[config.mk]
export PLATFORM = sky130hd
export DESIGN_NAME = ul_oran_alarm_top
export DESIGN_NICKNAME = d
export VERILOG_FILES = /design/src/source/ul_oran_pkg.sv /design/src/source/request_fifo.sv /design/src/source/response_sender.sv /design/src/source/alarm_counter.sv /design/src/source/alarm_monitor.sv /design/src/source/ul_oran_alarm_top.sv
export SDC_FILE = /design/constraint.sdc
export NUM_CORES = 1
export LEC_CHECK = 0
export ABC_AREA = 1
export BUFFER_PORTS_ARGS = -buffer_cell sky130_fd_sc_hd__buf_2
export CORE_MARGIN = 8
export CORE_UTILIZATION = 35
export DETAILED_ROUTE_END_ITERATION = 12
export PLACE_DENSITY = 0.5
export SYNTH_ARGS = -nofsm -noshare
export SYNTH_HDL_FRONTEND = slang
export SYNTH_SLANG_ARGS = --single-unit
[constraint.sdc]
create_clock -name clk -period 8 [get_ports clk]
set_clock_uncertainty 0.15 [all_clocks]
set_input_delay 0.8 -clock clk [delete_from_list [all_inputs] [get_ports clk]]
set_output_delay 0.8 -clock clk [all_outputs]
set_load 0.02 [all_outputs]
[src/source/ul_oran_pkg.sv]
`default_nettype none

package ul_oran_pkg;

  // ********************
  // field widths
  // ********************

  // symbol index within a slot, 0 to 13.
  typedef logic [3:0] symbol_t;

  // section tag carried along with a request.
  typedef logic [7:0] section_t;

  // request word, symbol on top and section below.
  typedef logic [$bits(symbol_t)+$bits(section_t)-1:0] req_word_t;

  // one beat of the response stream.
  typedef logic [15:0] data_t;

  // ********************
  // sender FSM
  // ********************

  typedef enum logic [1:0] {
    IDLE,
    HEADER,
    PAYLOAD
  } send_state_t;

  // lfsr start value after reset.
  localparam data_t PRBS_SEED = 16'hACE1;

endpackage

`default_nettype wire

[src/source/request_fifo.sv]
`timescale 1ns/100ps
`default_nettype none

module request_fifo #(
  parameter int FIFO_DEPTH = 4
) (
  input  logic                   clk,
  input  logic                   rst_n_i,
  input  logic                   wr_strb_i,
  input  ul_oran_pkg::req_word_t wr_word_i,
  input  logic                   rd_pop_i,
  output logic                   empty_o,
  output ul_oran_pkg::req_word_t head_o,
  output logic                   ovfl_o
);

  localparam int PW = (FIFO_DEPTH > 1) ? $clog2(FIFO_DEPTH) : 1;
  localparam int CW = $clog2(FIFO_DEPTH + 1);

  ul_oran_pkg::req_word_t mem [FIFO_DEPTH];
  logic [PW-1:0]          wr_ptr_q;
  logic [PW-1:0]          rd_ptr_q;
  logic [CW-1:0]          count_q;
  logic                   full;
  logic                   do_wr;
  logic                   do_pop;

  assign empty_o = (count_q == '0);
  assign full    = (count_q == CW'(FIFO_DEPTH));
  assign head_o  = mem[rd_ptr_q];

  // a write into a full FIFO is dropped.
  assign do_wr  = wr_strb_i && !full;
  assign do_pop = rd_pop_i && !empty_o;

  always_ff @(posedge clk) begin
    if (do_wr) begin
      mem[wr_ptr_q] <= wr_word_i;
    end
  end

  always_ff @(posedge clk or negedge rst_n_i) begin
    if (!rst_n_i) begin
      wr_ptr_q <= '0;
      rd_ptr_q <= '0;
      count_q  <= '0;
      ovfl_o   <= 1'b0;
    end else begin
      if (do_wr) begin
        wr_ptr_q <= (wr_ptr_q == PW'(FIFO_DEPTH - 1)) ? '0 : wr_ptr_q + 1'b1;
      end
      if (do_pop) begin
        rd_ptr_q <= (rd_ptr_q == PW'(FIFO_DEPTH - 1)) ? '0 : rd_ptr_q + 1'b1;
      end
      case ({do_wr, do_pop})
        2'b10:   count_q <= count_q + 1'b1;
        2'b01:   count_q <= count_q - 1'b1;
        default: count_q <= count_q;
      endcase
      // one-cycle pulse, the cycle after the lost write.
      ovfl_o <= wr_strb_i && full;
    end
  end

endmodule

`default_nettype wire

[src/source/response_sender.sv]
`timescale 1ns/100ps
`default_nettype none

module response_sender #(
  parameter int NA         = 4,
  parameter int RESP_BEATS = 8
) (
  input  logic                     clk,
  input  logic                     rst_n_i,
  input  logic                     fifo_empty_i,
  input  ul_oran_pkg::req_word_t   fifo_head_i,
  input  logic [$clog2(NA)-1:0]    rd_antenna_i,
  input  ul_oran_pkg::symbol_t     rd_symbol_i,
  output logic                     pop_o,
  input  logic                     resp_ready_i,
  output logic                     resp_valid_o,
  output ul_oran_pkg::data_t       resp_data_o,
  output ul_oran_pkg::send_state_t state_o
);

  localparam int AW = $clog2(NA);
  localparam int BW = $clog2(RESP_BEATS + 1);

  ul_oran_pkg::send_state_t state_q;
  logic [BW-1:0]            beat_q;
  ul_oran_pkg::data_t       lfsr_q;
  logic                     lfsr_fb;
  ul_oran_pkg::req_word_t   word_q;
  logic [AW-1:0]            ant_q;
  ul_oran_pkg::data_t       header;
  logic                     xfer;

  // take the head only when its symbol is the one in the FFT buffer.
  assign pop_o = (state_q == ul_oran_pkg::IDLE) && !fifo_empty_i &&
                 (fifo_head_i[11:8] == rd_symbol_i);

  assign resp_valid_o = (state_q != ul_oran_pkg::IDLE);
  assign xfer         = resp_valid_o && resp_ready_i;
  assign state_o      = state_q;

  // x^16 + x^14 + x^13 + x^11 + 1, shifted left.
  assign lfsr_fb = lfsr_q[15] ^ lfsr_q[13] ^ lfsr_q[12] ^ lfsr_q[10];

  // header is antenna on top, zero pad, request word below.
  always_comb begin
    header           = '0;
    header[15 -: AW] = ant_q;
    header[11:0]     = word_q;
  end

  assign resp_data_o = (state_q == ul_oran_pkg::HEADER) ? header : lfsr_q;

  always_ff @(posedge clk) begin
    if (pop_o) begin
      word_q <= fifo_head_i;
      ant_q  <= rd_antenna_i;
    end
  end

  // ********************
  // FSM and PRBS
  // ********************

  always_ff @(posedge clk or negedge rst_n_i) begin
    if (!rst_n_i) begin
      state_q <= ul_oran_pkg::IDLE;
      beat_q  <= '0;
      lfsr_q  <= ul_oran_pkg::PRBS_SEED;
    end else begin
      case (state_q)
        ul_oran_pkg::IDLE: begin
          if (pop_o) begin
            state_q <= ul_oran_pkg::HEADER;
          end
        end
        ul_oran_pkg::HEADER: begin
          if (xfer) begin
            state_q <= ul_oran_pkg::PAYLOAD;
            beat_q  <= '0;
          end
        end
        ul_oran_pkg::PAYLOAD: begin
          if (xfer) begin
            // the sequence runs on across responses.
            lfsr_q <= {lfsr_q[14:0], lfsr_fb};
            if (beat_q == BW'(RESP_BEATS - 1)) begin
              state_q <= ul_oran_pkg::IDLE;
            end else begin
              beat_q <= beat_q + 1'b1;
            end
          end
        end
        default: state_q <= ul_oran_pkg::IDLE;
      endcase
    end
  end

endmodule

`default_nettype wire

[src/source/alarm_counter.sv]
`timescale 1ns/100ps
`default_nettype none

module alarm_counter #(
  parameter int CB = 4
) (
  input  logic          clk,
  input  logic          rst_n_i,
  input  logic          alarm_i,
  input  logic          clear_i,
  output logic [CB-1:0] count_o
);

  // clear wins over an alarm in the same cycle.
  always_ff @(posedge clk or negedge rst_n_i) begin
    if (!rst_n_i) begin
      count_o <= '0;
    end else if (clear_i) begin
      count_o <= '0;
    end else if (alarm_i && (count_o != '1)) begin
      count_o <= count_o + 1'b1;
    end
  end

endmodule

`default_nettype wire

[src/source/alarm_monitor.sv]
`timescale 1ns/100ps
`default_nettype none

module alarm_monitor #(
  parameter int NA                = 4,
  parameter int NC                = 2,
  parameter int CB                = 4,
  parameter int VLD_WO_RDY_THRESH = 26
) (
  input  logic                                clk,
  input  logic                                rst_n_i,
  input  logic                                clear_i,
  input  logic [NC-1:0]                       resp_valid_i,
  input  logic [NC-1:0]                       resp_ready_i,
  input  logic [NA-1:0]                       fifo_ovfl_i,
  input  logic [NA-1:0]                       fifo_empty_i,
  input  ul_oran_pkg::req_word_t [NA-1:0]     fifo_head_i,
  input  logic [NC-1:0]                       fft_wr_pointer_x_i,
  input  logic [NC-1:0][$clog2(NA)-1:0]       fft_rd_antenna_i,
  input  ul_oran_pkg::symbol_t [NC-1:0]       fft_rd_symbol_i,
  input  ul_oran_pkg::send_state_t [NC-1:0]   send_state_i,
  output logic [NC-1:0][CB-1:0]               vld_wo_rdy_cnt_o,
  output logic [NA-1:0][CB-1:0]               fifo_ovfl_cnt_o,
  output logic [NA-1:0][CB-1:0]               stale_reqs_cnt_o,
  output logic [NA-1:0][CB-1:0]               stale_prbs_cnt_o
);

  localparam int AW           = $clog2(NA);
  localparam int SW           = $clog2(VLD_WO_RDY_THRESH + 1);
  localparam int FANOUT_DEPTH = 4;

  logic                              clear_0;
  logic                              clear_1;
  logic [FANOUT_DEPTH-1:0]           clear_fan;
  logic [NC-1:0]                     valid_q;
  logic [NC-1:0]                     ready_q;
  logic [NA-1:0]                     ovfl_q;
  logic [NA-1:0]                     empty_q;
  ul_oran_pkg::req_word_t [NA-1:0]   head_q;
  logic [NC-1:0]                     wr_x_q;
  logic [NC-1:0][AW-1:0]             rd_ant_q;
  ul_oran_pkg::symbol_t [NC-1:0]     rd_sym_q;
  ul_oran_pkg::send_state_t [NC-1:0] state_q;
  logic [NC-1:0][SW-1:0]             stall_q;
  logic [NC-1:0]                     stall_alarm;
  logic [NC-1:0]                     stale_req_q;
  logic [NC-1:0]                     stale_prbs_q;
  logic [NC-1:0][AW-1:0]             alarm_ant_q;
  logic [NA-1:0]                     stale_req_ant;
  logic [NA-1:0]                     stale_prbs_ant;

  always_ff @(posedge clk) begin
    head_q      <= fifo_head_i;
    rd_ant_q    <= fft_rd_antenna_i;
    rd_sym_q    <= fft_rd_symbol_i;
    // keeps the antenna in step with the stale flags.
    alarm_ant_q <= rd_ant_q;
  end

  always_ff @(posedge clk or negedge rst_n_i) begin
    if (!rst_n_i) begin
      clear_0      <= 1'b0;
      clear_1      <= 1'b0;
      clear_fan    <= '0;
      valid_q      <= '0;
      ready_q      <= '0;
      ovfl_q       <= '0;
      empty_q      <= '1;
      wr_x_q       <= '0;
      stall_q      <= '0;
      stall_alarm  <= '0;
      stale_req_q  <= '0;
      stale_prbs_q <= '0;
      for (int c = 0; c < NC; c++) begin
        state_q[c] <= ul_oran_pkg::IDLE;
      end
    end else begin
      // rising edge of clear, then a short pipeline for fanout.
      clear_0   <= clear_i;
      clear_1   <= clear_0;
      clear_fan <= {clear_fan[FANOUT_DEPTH-2:0], clear_0 & ~clear_1};

      valid_q <= resp_valid_i;
      ready_q <= resp_ready_i;
      ovfl_q  <= fifo_ovfl_i;
      empty_q <= fifo_empty_i;
      wr_x_q  <= fft_wr_pointer_x_i;

      for (int c = 0; c < NC; c++) begin
        state_q[c] <= send_state_i[c];

        // stall count sticks at the threshold until valid drops.
        if (!valid_q[c]) begin
          stall_q[c] <= '0;
        end else if (!ready_q[c] && (stall_q[c] != SW'(VLD_WO_RDY_THRESH))) begin
          stall_q[c] <= stall_q[c] + 1'b1;
        end
        stall_alarm[c] <= valid_q[c] && !ready_q[c] &&
                          (stall_q[c] == SW'(VLD_WO_RDY_THRESH - 1));

        stale_req_q[c]  <= wr_x_q[c] && !empty_q[rd_ant_q[c]] &&
                           (head_q[rd_ant_q[c]][11:8] == rd_sym_q[c]);
        stale_prbs_q[c] <= wr_x_q[c] && (state_q[c] != ul_oran_pkg::IDLE);
      end
    end
  end

  // ********************
  // route carrier flags to antennas
  // ********************

  always_comb begin
    stale_req_ant  = '0;
    stale_prbs_ant = '0;
    for (int k = 0; k < NA; k++) begin
      for (int c = 0; c < NC; c++) begin
        if (alarm_ant_q[c] == AW'(k)) begin
          stale_req_ant[k]  = stale_req_ant[k] | stale_req_q[c];
          stale_prbs_ant[k] = stale_prbs_ant[k] | stale_prbs_q[c];
        end
      end
    end
  end

  genvar gc;
  genvar gk;

  for (gc = 0; gc < NC; gc++) begin : g_stall
    alarm_counter #(.CB(CB)) i_vld_wo_rdy_cnt (
      .clk     (clk),
      .rst_n_i (rst_n_i),
      .alarm_i (stall_alarm[gc]),
      .clear_i (clear_fan[FANOUT_DEPTH-1]),
      .count_o (vld_wo_rdy_cnt_o[gc])
    );
  end

  for (gk = 0; gk < NA; gk++) begin : g_ant
    alarm_counter #(.CB(CB)) i_fifo_ovfl_cnt (
      .clk     (clk),
      .rst_n_i (rst_n_i),
      .alarm_i (ovfl_q[gk]),
      .clear_i (clear_fan[FANOUT_DEPTH-1]),
      .count_o (fifo_ovfl_cnt_o[gk])
    );

    alarm_counter #(.CB(CB)) i_stale_reqs_cnt (
      .clk     (clk),
      .rst_n_i (rst_n_i),
      .alarm_i (stale_req_ant[gk]),
      .clear_i (clear_fan[FANOUT_DEPTH-1]),
      .count_o (stale_reqs_cnt_o[gk])
    );

    alarm_counter #(.CB(CB)) i_stale_prbs_cnt (
      .clk     (clk),
      .rst_n_i (rst_n_i),
      .alarm_i (stale_prbs_ant[gk]),
      .clear_i (clear_fan[FANOUT_DEPTH-1]),
      .count_o (stale_prbs_cnt_o[gk])
    );
  end

endmodule

`default_nettype wire

[src/source/ul_oran_alarm_top.sv]
`timescale 1ns/100ps
`default_nettype none

module ul_oran_alarm_top #(
  parameter int NA                = 4,
  parameter int NC                = 2,
  parameter int FIFO_DEPTH        = 4,
  parameter int RESP_BEATS        = 8,
  parameter int CB                = 4,
  parameter int VLD_WO_RDY_THRESH = 26
) (
  input  logic                              clk,
  input  logic                              rst_n_i,
  input  logic [NA-1:0]                     req_strb_i,
  input  ul_oran_pkg::req_word_t [NA-1:0]   req_word_i,
  input  logic [NC-1:0][$clog2(NA)-1:0]     fft_rd_antenna_i,
  input  ul_oran_pkg::symbol_t [NC-1:0]     fft_rd_symbol_i,
  input  logic [NC-1:0]                     fft_wr_pointer_x_i,
  input  logic [NC-1:0]                     resp_ready_i,
  input  logic                              clear_i,
  output logic [NC-1:0]                     resp_valid_o,
  output ul_oran_pkg::data_t [NC-1:0]       resp_data_o,
  output logic [NC-1:0][CB-1:0]             vld_wo_rdy_cnt_o,
  output logic [NA-1:0][CB-1:0]             fifo_ovfl_cnt_o,
  output logic [NA-1:0][CB-1:0]             stale_reqs_cnt_o,
  output logic [NA-1:0][CB-1:0]             stale_prbs_cnt_o
);

  localparam int AW = $clog2(NA);

  logic [NA-1:0]                     fifo_empty;
  ul_oran_pkg::req_word_t [NA-1:0]   fifo_head;
  logic [NA-1:0]                     fifo_ovfl;
  logic [NA-1:0]                     fifo_pop;
  logic [NC-1:0]                     sel_empty;
  ul_oran_pkg::req_word_t [NC-1:0]   sel_head;
  logic [NC-1:0]                     send_pop;
  ul_oran_pkg::send_state_t [NC-1:0] send_state;

  // each antenna pops when a carrier reading it pops.
  always_comb begin
    fifo_pop = '0;
    for (int k = 0; k < NA; k++) begin
      for (int c = 0; c < NC; c++) begin
        if (fft_rd_antenna_i[c] == AW'(k)) begin
          fifo_pop[k] = fifo_pop[k] | send_pop[c];
        end
      end
    end
  end

  genvar ga;
  genvar gc;

  for (ga = 0; ga < NA; ga++) begin : g_fifo
    request_fifo #(.FIFO_DEPTH(FIFO_DEPTH)) i_request_fifo (
      .clk       (clk),
      .rst_n_i   (rst_n_i),
      .wr_strb_i (req_strb_i[ga]),
      .wr_word_i (req_word_i[ga]),
      .rd_pop_i  (fifo_pop[ga]),
      .empty_o   (fifo_empty[ga]),
      .head_o    (fifo_head[ga]),
      .ovfl_o    (fifo_ovfl[ga])
    );
  end

  for (gc = 0; gc < NC; gc++) begin : g_send
    // FIFO selected by the carrier's read antenna.
    assign sel_empty[gc] = fifo_empty[fft_rd_antenna_i[gc]];
    assign sel_head[gc]  = fifo_head[fft_rd_antenna_i[gc]];

    response_sender #(
      .NA         (NA),
      .RESP_BEATS (RESP_BEATS)
    ) i_response_sender (
      .clk          (clk),
      .rst_n_i      (rst_n_i),
      .fifo_empty_i (sel_empty[gc]),
      .fifo_head_i  (sel_head[gc]),
      .rd_antenna_i (fft_rd_antenna_i[gc]),
      .rd_symbol_i  (fft_rd_symbol_i[gc]),
      .pop_o        (send_pop[gc]),
      .resp_ready_i (resp_ready_i[gc]),
      .resp_valid_o (resp_valid_o[gc]),
      .resp_data_o  (resp_data_o[gc]),
      .state_o      (send_state[gc])
    );
  end

  alarm_monitor #(
    .NA                (NA),
    .NC                (NC),
    .CB                (CB),
    .VLD_WO_RDY_THRESH (VLD_WO_RDY_THRESH)
  ) i_alarm_monitor (
    .clk                (clk),
    .rst_n_i            (rst_n_i),
    .clear_i            (clear_i),
    .resp_valid_i       (resp_valid_o),
    .resp_ready_i       (resp_ready_i),
    .fifo_ovfl_i        (fifo_ovfl),
    .fifo_empty_i       (fifo_empty),
    .fifo_head_i        (fifo_head),
    .fft_wr_pointer_x_i (fft_wr_pointer_x_i),
    .fft_rd_antenna_i   (fft_rd_antenna_i),
    .fft_rd_symbol_i    (fft_rd_symbol_i),
    .send_state_i       (send_state),
    .vld_wo_rdy_cnt_o   (vld_wo_rdy_cnt_o),
    .fifo_ovfl_cnt_o    (fifo_ovfl_cnt_o),
    .stale_reqs_cnt_o   (stale_reqs_cnt_o),
    .stale_prbs_cnt_o   (stale_prbs_cnt_o)
  );

endmodule

`default_nettype wire

# Word-level counts from Yosys, hierarchy flattened

Memories as Yosys holds them, arrays and structs flattened.
Cells that the tools add are included.

Register bits after elaboration: 264
RAM bits: 192
Memories kept: 4
Bits of input ports: 71

Memory list:

| memory                       | words | width | rd ports | clocked after memory_dff | wr ports | RTL line           | text |
|---|---|---|---|---|---|---|---|
| g_fifo[0].i_request_fifo.mem | 4     | 12    | 1        | 0                        | 1        | request_fifo.sv:20 | `ul_oran_pkg::req_word_t mem [FIFO_DEPTH];` |
| g_fifo[1].i_request_fifo.mem | 4     | 12    | 1        | 0                        | 1        | request_fifo.sv:20 |  |
| g_fifo[2].i_request_fifo.mem | 4     | 12    | 1        | 0                        | 1        | request_fifo.sv:20 |  |
| g_fifo[3].i_request_fifo.mem | 4     | 12    | 1        | 0                        | 1        | request_fifo.sv:20 |  |

Reductions and logical operators: 98
Muxes and demuxes: 112
Bitwise operators: 20
Eq/ne operators: 72
Magnitude comparators: 4
$add $sub $neg: 34

Operators by type and width:

| cell                                                                     | count |
|---|---|
| 4-bit 2-to-1 mux                                                         | 34 |
| 12-bit binary-select mux with 2-bit select                               | 4 |
| 4-bit by 1-bit adder with 4-bit output (second input constant)           | 16 |
| 4-bit inequality test (second input constant)                            | 14 |
| 12-bit 2-to-1 mux                                                        | 4 |
| 2-bit nonzero test                                                       | 24 |
| 2-bit == test (second input constant)                                    | 22 |
| 1-bit logical AND                                                        | 44 |
| 1-bit 2-to-1 mux                                                         | 36 |
| 16-bit 2-to-1 mux                                                        | 2 |
| 2-bit 2-to-1 mux                                                         | 16 |
| 3-bit case mux with 2 select lines                                       | 4 |
| 2-bit by 1-bit == test with 1-bit output (second input constant)         | 10 |
| 5-bit 2-to-1 mux                                                         | 4 |
| 2-bit by 1-bit adder with 2-bit output (second input constant)           | 8 |
| 4-bit == test                                                            | 4 |
| 2-bit by 1-bit inequality test with 1-bit output (second input constant) | 8 |
| 4-bit case mux with 2 select lines                                       | 2 |
| 4-bit AND reduction                                                      | 4 |
| 1-bit zero test                                                          | 14 |
| 3-bit by 1-bit adder with 3-bit output (second input constant)           | 4 |
| 3-bit == test (second input constant)                                    | 4 |
| 2-bit zero test                                                          | 6 |
| 3-bit zero test                                                          | 4 |
| 14 further kinds                                                         | 48 |

# Logic depth before layout (Yosys ltp)

Depth after elaboration: 12
Mapped depth: 20

# Cells and area by module

From an unflattened synthesis, not the netlist that was laid out.

Cells, all modules: 2142
Area total of the unflattened synthesis: 19930.4 µm²

By module, submodules not included:

| module            | seq. area each (µm²) | times used | cells an instance | area each (µm²) |
|---|---|---|---|---|
| request_fifo      | 1641.6               | 4          | 203               | 2447.3 |
| response_sender   | 980.9                | 2          | 190               | 1656.6 |
| alarm_counter     | 100.1                | 14         | 29                | 222.7 |
| alarm_monitor     | 1646.6               | 1          | 278               | 2607.5 |
| ul_oran_alarm_top | 0.0                  | 1          | 266               | 1102.3 |

# Worst setup path before layout

OpenSTA, ideal clock, no wires.

Path type: input port to flip-flop
From: in fft_rd_antenna_i[0] (netlist bit)
To: reg g_fifo[2].i_request_fifo.count_q[2]
Stages on the path: 18
Arrival: 2.781 ns
Setup slack: 4.939 ns
Data required time: 7.719 ns
Cells stage by stage: inv_2 > nand2_1 > inv_2 > buf_2 > nand3_1 > nand2_1 > nor2_2 > nand2_1 > nand3_2 > nor2_4 > nand3_2 > nand2_2 > ha_1 > inv_1 > fa_1 > a21oi_1 > o21ai_0 > xor2_1

Cells in the longest elaborated chain, start to end: 11

Ends and longest elaborated chain:

| what                                                                                               | RTL line                | text |
|---|---|---|
| start, declared                                                                                    | ul_oran_alarm_top.sv:16 | `input logic [NC-1:0][$clog2(NA)-1:0] fft_rd_antenna_i,` |
| parallel branches: the longest is 5 deep, another holds 12-bit binary-select mux with 2-bit select | n/a                     |  |
| 1-bit 2-to-1 mux (*)                                                                               | ul_oran_alarm_top.sv:45 | `if (fft_rd_antenna_i[c] == AW'(k)) begin` |
| 1-bit OR                                                                                           | ul_oran_alarm_top.sv:46 | `fifo_pop[k] = fifo_pop[k] \| send_pop[c];` |
| 1-bit 2-to-1 mux (*)                                                                               | ul_oran_alarm_top.sv:45 |  |
| 1-bit logical AND (*)                                                                              | request_fifo.sv:34      | `assign do_pop = rd_pop_i && !empty_o;` |
| net g_fifo[2].i_request_fifo.do_pop                                                                | request_fifo.sv:26      | `logic do_pop;` |
| 2-bit by 1-bit == test with 1-bit output or 2-bit == test (tied branches)                          | request_fifo.sv:55      | `case ({do_wr, do_pop})` |
| 3-bit case mux with 2 select lines or 2-bit nonzero test (tied branches)                           | n/a                     |  |
| end signal, assigned                                                                               | request_fifo.sv:56      | `2'b10: count_q <= count_q + 1'b1;` |
| end signal, assigned                                                                               | request_fifo.sv:57      | `2'b01: count_q <= count_q - 1'b1;` |
| end signal, assigned                                                                               | request_fifo.sv:58      | `default: count_q <= count_q;` |
| end, declared                                                                                      | request_fifo.sv:23      | `logic [CW-1:0] count_q;` |

Mark *: on every way through the listed nets, which the timed path passes. The select of a mux whose other input is x is not followed.
A chain may end at the register's enable or synchronous reset.

==> flow_summary_export.csv <==
group,metric,value,unit
yosys,synth_fp_nets,1936,
worst_setup_path,required,8.30,ns
finish,drive_above_1_share,0.170,
yosys,ys_top_cells_by_area,"edfxtp_1, dfrtp_1, nand2_1",
clock_tree,cts_setup_buffers,0,
sta,max_slew.worst_pin.slew,1.18,ns
yosys,synth_top_area_cell,"edfxtp_1",
pwr,p_clk_frac,0.282,
yosys,synth_seq_cells,424,
floorplan,dieArea,60600,um^2
sta,holdWs,0.164,ns
floorplan,rows,84,
pwr,power.internal,4.70,mW
routing,dr.pass1.iters,5,
sta,slew-limit-headroom,0.215,
clock_tree,clk_pin_slew_worst_paths,0.06,ns
yosys,ys_dominant_reg_cell,"edfxtp_1",
worst_setup_path,cp.arrival,3.88,ns
floorplan,core-area,52400,um^2
sta,tns,0,ns
pwr,p_per_area,346,nW/um^2
routing,wl_per_cell,17.8,um
yosys,avgSynthCellArea,10.2,um^2
sta,rsz0062_at_grt,"false",
placement,io_buffers,160,
pwr,ir_worst_vdd,0.213,mV
routing,ant_nets,0,
flow_run,cap_violations,0,
yosys,post-synth-top-count-cell,"nand2_1",
worst_hold_path,worstHoldPathType,"in2async",
placement,dpl.cell_count,2627,
pwr,netSwitchingFraction,0.369,
clock_tree,post_cts_resized,0,
yosys,synth-seq-area-share,0.624,
yosys,ys_types,50,
clock_tree,clock_latency,0.59,ns
clock_tree,cts_tree,"done",
finish,final_cells,2716,
global_route,grt_pass1_vias,12900,
worst_setup_path,start_kind,"flip-flop",
global_route,grt_first_pass_wirelength,74400,um
yosys,yosys-top-cells-count,"nand2_1, edfxtp_1, o21ai_0, inv_1, nor2_1",
routing,route.detailed.drc,0,
clock_tree,postCtsHoldBufs,0,
clock_tree,ctsRootBufferMaster,"clkbuf_16",
sta,fin_crit,3.59,ns
sta,drv_slew,0,
floorplan,io_pins,161,
routing,drtIter0Drc,783,
yosys,yosysTopAreaCellShare,0.356,
sta,finalSetupViolations,0,
worst_setup_path,crit_path_end_kind,"flip-flop",
global_route,grt_max_degree,109,
yosys,async_flop_share,0.406,
clock_tree,h-tree-depth,2,
global_route,grt_usage,0.158,
status,outcome,"complete, no violations",
finish,nets,2109,
pwr,p_total,7.45,mW
pwr,p_comb_frac,0.295,
floorplan,die_h,246,um
sta,final-hold-violation-count,0,
yosys,netlist_area,18600,um^2
finish,fill_cells,5062,
pwr,seq_power_share,0.423,
routing,vias,13100,
routing,routed_wl,48300,um
worst_setup_path,crit_type,"reg2reg",
worst_setup_path,critPathMaxFanout,24,
sta,post-route-period-util,0.448,
placement,gp_congestion,0.842,
yosys,synth-edff-count,220,
finish,area_delta_synth_final,16.2,%
yosys,syn-instance-count,1815,
floorplan,initial_core_util,0.354,
global_route,overflow,0,
placement,dp_hpwl,34700,um
global_route,grt_antenna_before_repair,4,
clock_tree,cts_sinks,424,
routing,via_per_inst,4.81,
pwr,p_leak,9.28,nW
clock_tree,cts_buffers,47,
floorplan,die_width,246,um
clock_tree,cts_buffer_depth,3,
sta,max_freq,0.279,GHz
pwr,switchingPower,2.75,mW
finish,fin_util,0.411,
yosys,ys_warn_count,0,
[logic make-up (layout without fill, tap and decap cells)]
group,Yosys count,count (layout),synth area share
and+or+nand+nor,722,722,0.172
muxes,1,1,0.000540
buffers and inverters,267,479,0.0610
DFF,424,424,0.624
other,0,1,0
AOI/OAI and AO/OA,323,323,0.0938
adders and majority gates,50,50,0.0353
xor gates and xnor gates,28,28,0.0132
[registers in the layout (all words and copies together) (netlist names), 4 cells and up]
signal	count
i_alarm_monitor.rd_ant_q	4
g_send.i_response_sender.word_q	24
g_send.i_response_sender.state_o	4
g_fifo.i_request_fifo.count_q	12
g_fifo.i_request_fifo.wr_ptr_q	8
g_send.i_response_sender.ant_q	4
g_fifo.i_request_fifo.rd_ptr_q	8
i_alarm_monitor.head_q	16
i_alarm_monitor.g_ant.i_fifo_ovfl_cnt.count_o	16
i_alarm_monitor.empty_q	4
i_alarm_monitor.stall_q	10
g_send.i_response_sender.lfsr_q	32
i_alarm_monitor.clear_fan	4
i_alarm_monitor.alarm_ant_q	4
g_send.i_response_sender.beat_q	8
i_alarm_monitor.g_stall.i_vld_wo_rdy_cnt.count_o	8
i_alarm_monitor.rd_sym_q	8
i_alarm_monitor.g_ant.i_stale_reqs_cnt.count_o	16
i_alarm_monitor.g_ant.i_stale_prbs_cnt.count_o	16
i_alarm_monitor.state_q	4
i_alarm_monitor.ovfl_q	4
g_fifo.i_request_fifo.ovfl_o	4
g_fifo.i_request_fifo.mem	192
[through the flow]
stage,setup WS [ns],instance area [um^2]
floorplan,4.94,18600
global placement,4.11,20100
detailed placement,4.03,20100
CTS,4.37,21600
global route,3.98,21600
finish,4.41,21600
[routing by layer]
metal | routed length (um) | GRT usage | up-vias
li1 | - | - | 6448
met1 | 21500 | 0.206 | 6245
met2 | 22500 | 0.255 | 271
met3 | 2400 | 0.0310 | 93
met4 | 1780 | 0.0660 | 6
met5 | 34 | 0 | -
[layout make-up]
cell class / instances / area, um^2 / area share
multi-input cells: 1124 / 5850 / 0.271
clock buffers: 62 / 1330 / 0.0616
diodes: 1 / 2.50 / 0.000116
clock inverters: 26 / 174 / 0.00807
flip-flops and latches: 424 / 11600 / 0.537
repair buffers: 181 / 967 / 0.0449
well taps: 688 / 861 / 0.0399
inverters: 210 / 801 / 0.0371
[final timing paths]
| path | startpoint | end | slack (ns) | cells past startpoint |
|---|---|---|---|---|
| worst max-delay path | g_fifo[3].i_request_fifo.rd_ptr_q[0]$_DFFE_PN0P_ | g_fifo[2].i_request_fifo.count_q[2]$_DFFE_PN0P_ | 4.41 | 19 |
| worst min-delay path | rst_n_i | async pin | 0.16 | 1 |
| worst max register to register | g_fifo[3].i_request_fifo.rd_ptr_q[0]$_DFFE_PN0P_ | g_fifo[2].i_request_fifo.count_q[2]$_DFFE_PN0P_ | 4.41 | 19 |
| worst min register to register | i_alarm_monitor.clear_fan[1]$_DFF_PN0_ | i_alarm_monitor.clear_fan[2]$_DFF_PN0_ | 0.19 | 0 |
| max in group asynchronous | rst_n_i | g_fifo[3].i_request_fifo.wr_ptr_q[1]$_DFFE_PN0P_ | 6.09 | 2 |
| min in group clk | clear_i | i_alarm_monitor.clear_0$_DFF_PN0_ | 0.17 | 1 |
[power groups by stage]
| stage | clock [mW] | combinational, mW | sequential [mW] |
|---|---|---|---|
| after floorplan | 0 | 1.49 | 3.12 |
| after global placement | 0 | 2.20 | 3.19 |
| after detailed placement | 0 | 2.24 | 3.19 |
| after CTS | 2.17 | 2.25 | 3.16 |
| after global routing | 2.25 | 2.47 | 3.21 |
| final | 2.10 | 2.20 | 3.15 |
[critical path: stages, from the launching register on]
cell,delay [ns]
dfrtp_1,0.68
buf_4,0.31
inv_6,0.11
nand2_1,0.07
nand3_1,0.06
nand2_1,0.17
inv_1,0.08
nand2_1,0.06
nand2_1,0.08
o21bai_1,0.12
nand2_1,0.10
nor2_4,0.16
nand4_2,0.15
nand2_2,0.14
ha_1,0.14
inv_1,0.07
fa_1,0.39
a21oi_1,0.14
o21ai_0,0.11
xor2_1,0.16
[cells in the final DEF (no fill, tap or decap), types with 13 or more instances in the layout]
| cell | instances |
|---|---|
| inv_1 | 191 |
| nor3_1 | 20 |
| nand3_2 | 16 |
| ha_1 | 46 |
| nor2_1 | 181 |
| xnor2_1 | 13 |
| nand4_1 | 19 |
| clkbuf_16 | 51 |
| edfxtp_1 | 220 |
| dfstp_2 | 20 |
| dfxtp_1 | 32 |
| buf_4 | 21 |
| nand2_2 | 14 |
| dfrtp_1 | 152 |
| xor2_1 | 15 |
| buf_2 | 159 |
| nand2_1 | 345 |
| nand3_1 | 96 |
| a21oi_1 | 45 |
| clkinv_2 | 14 |
| o22ai_1 | 38 |
| o21ai_0 | 204 |
No activity file was read; power rests on OpenSTA's default activity.
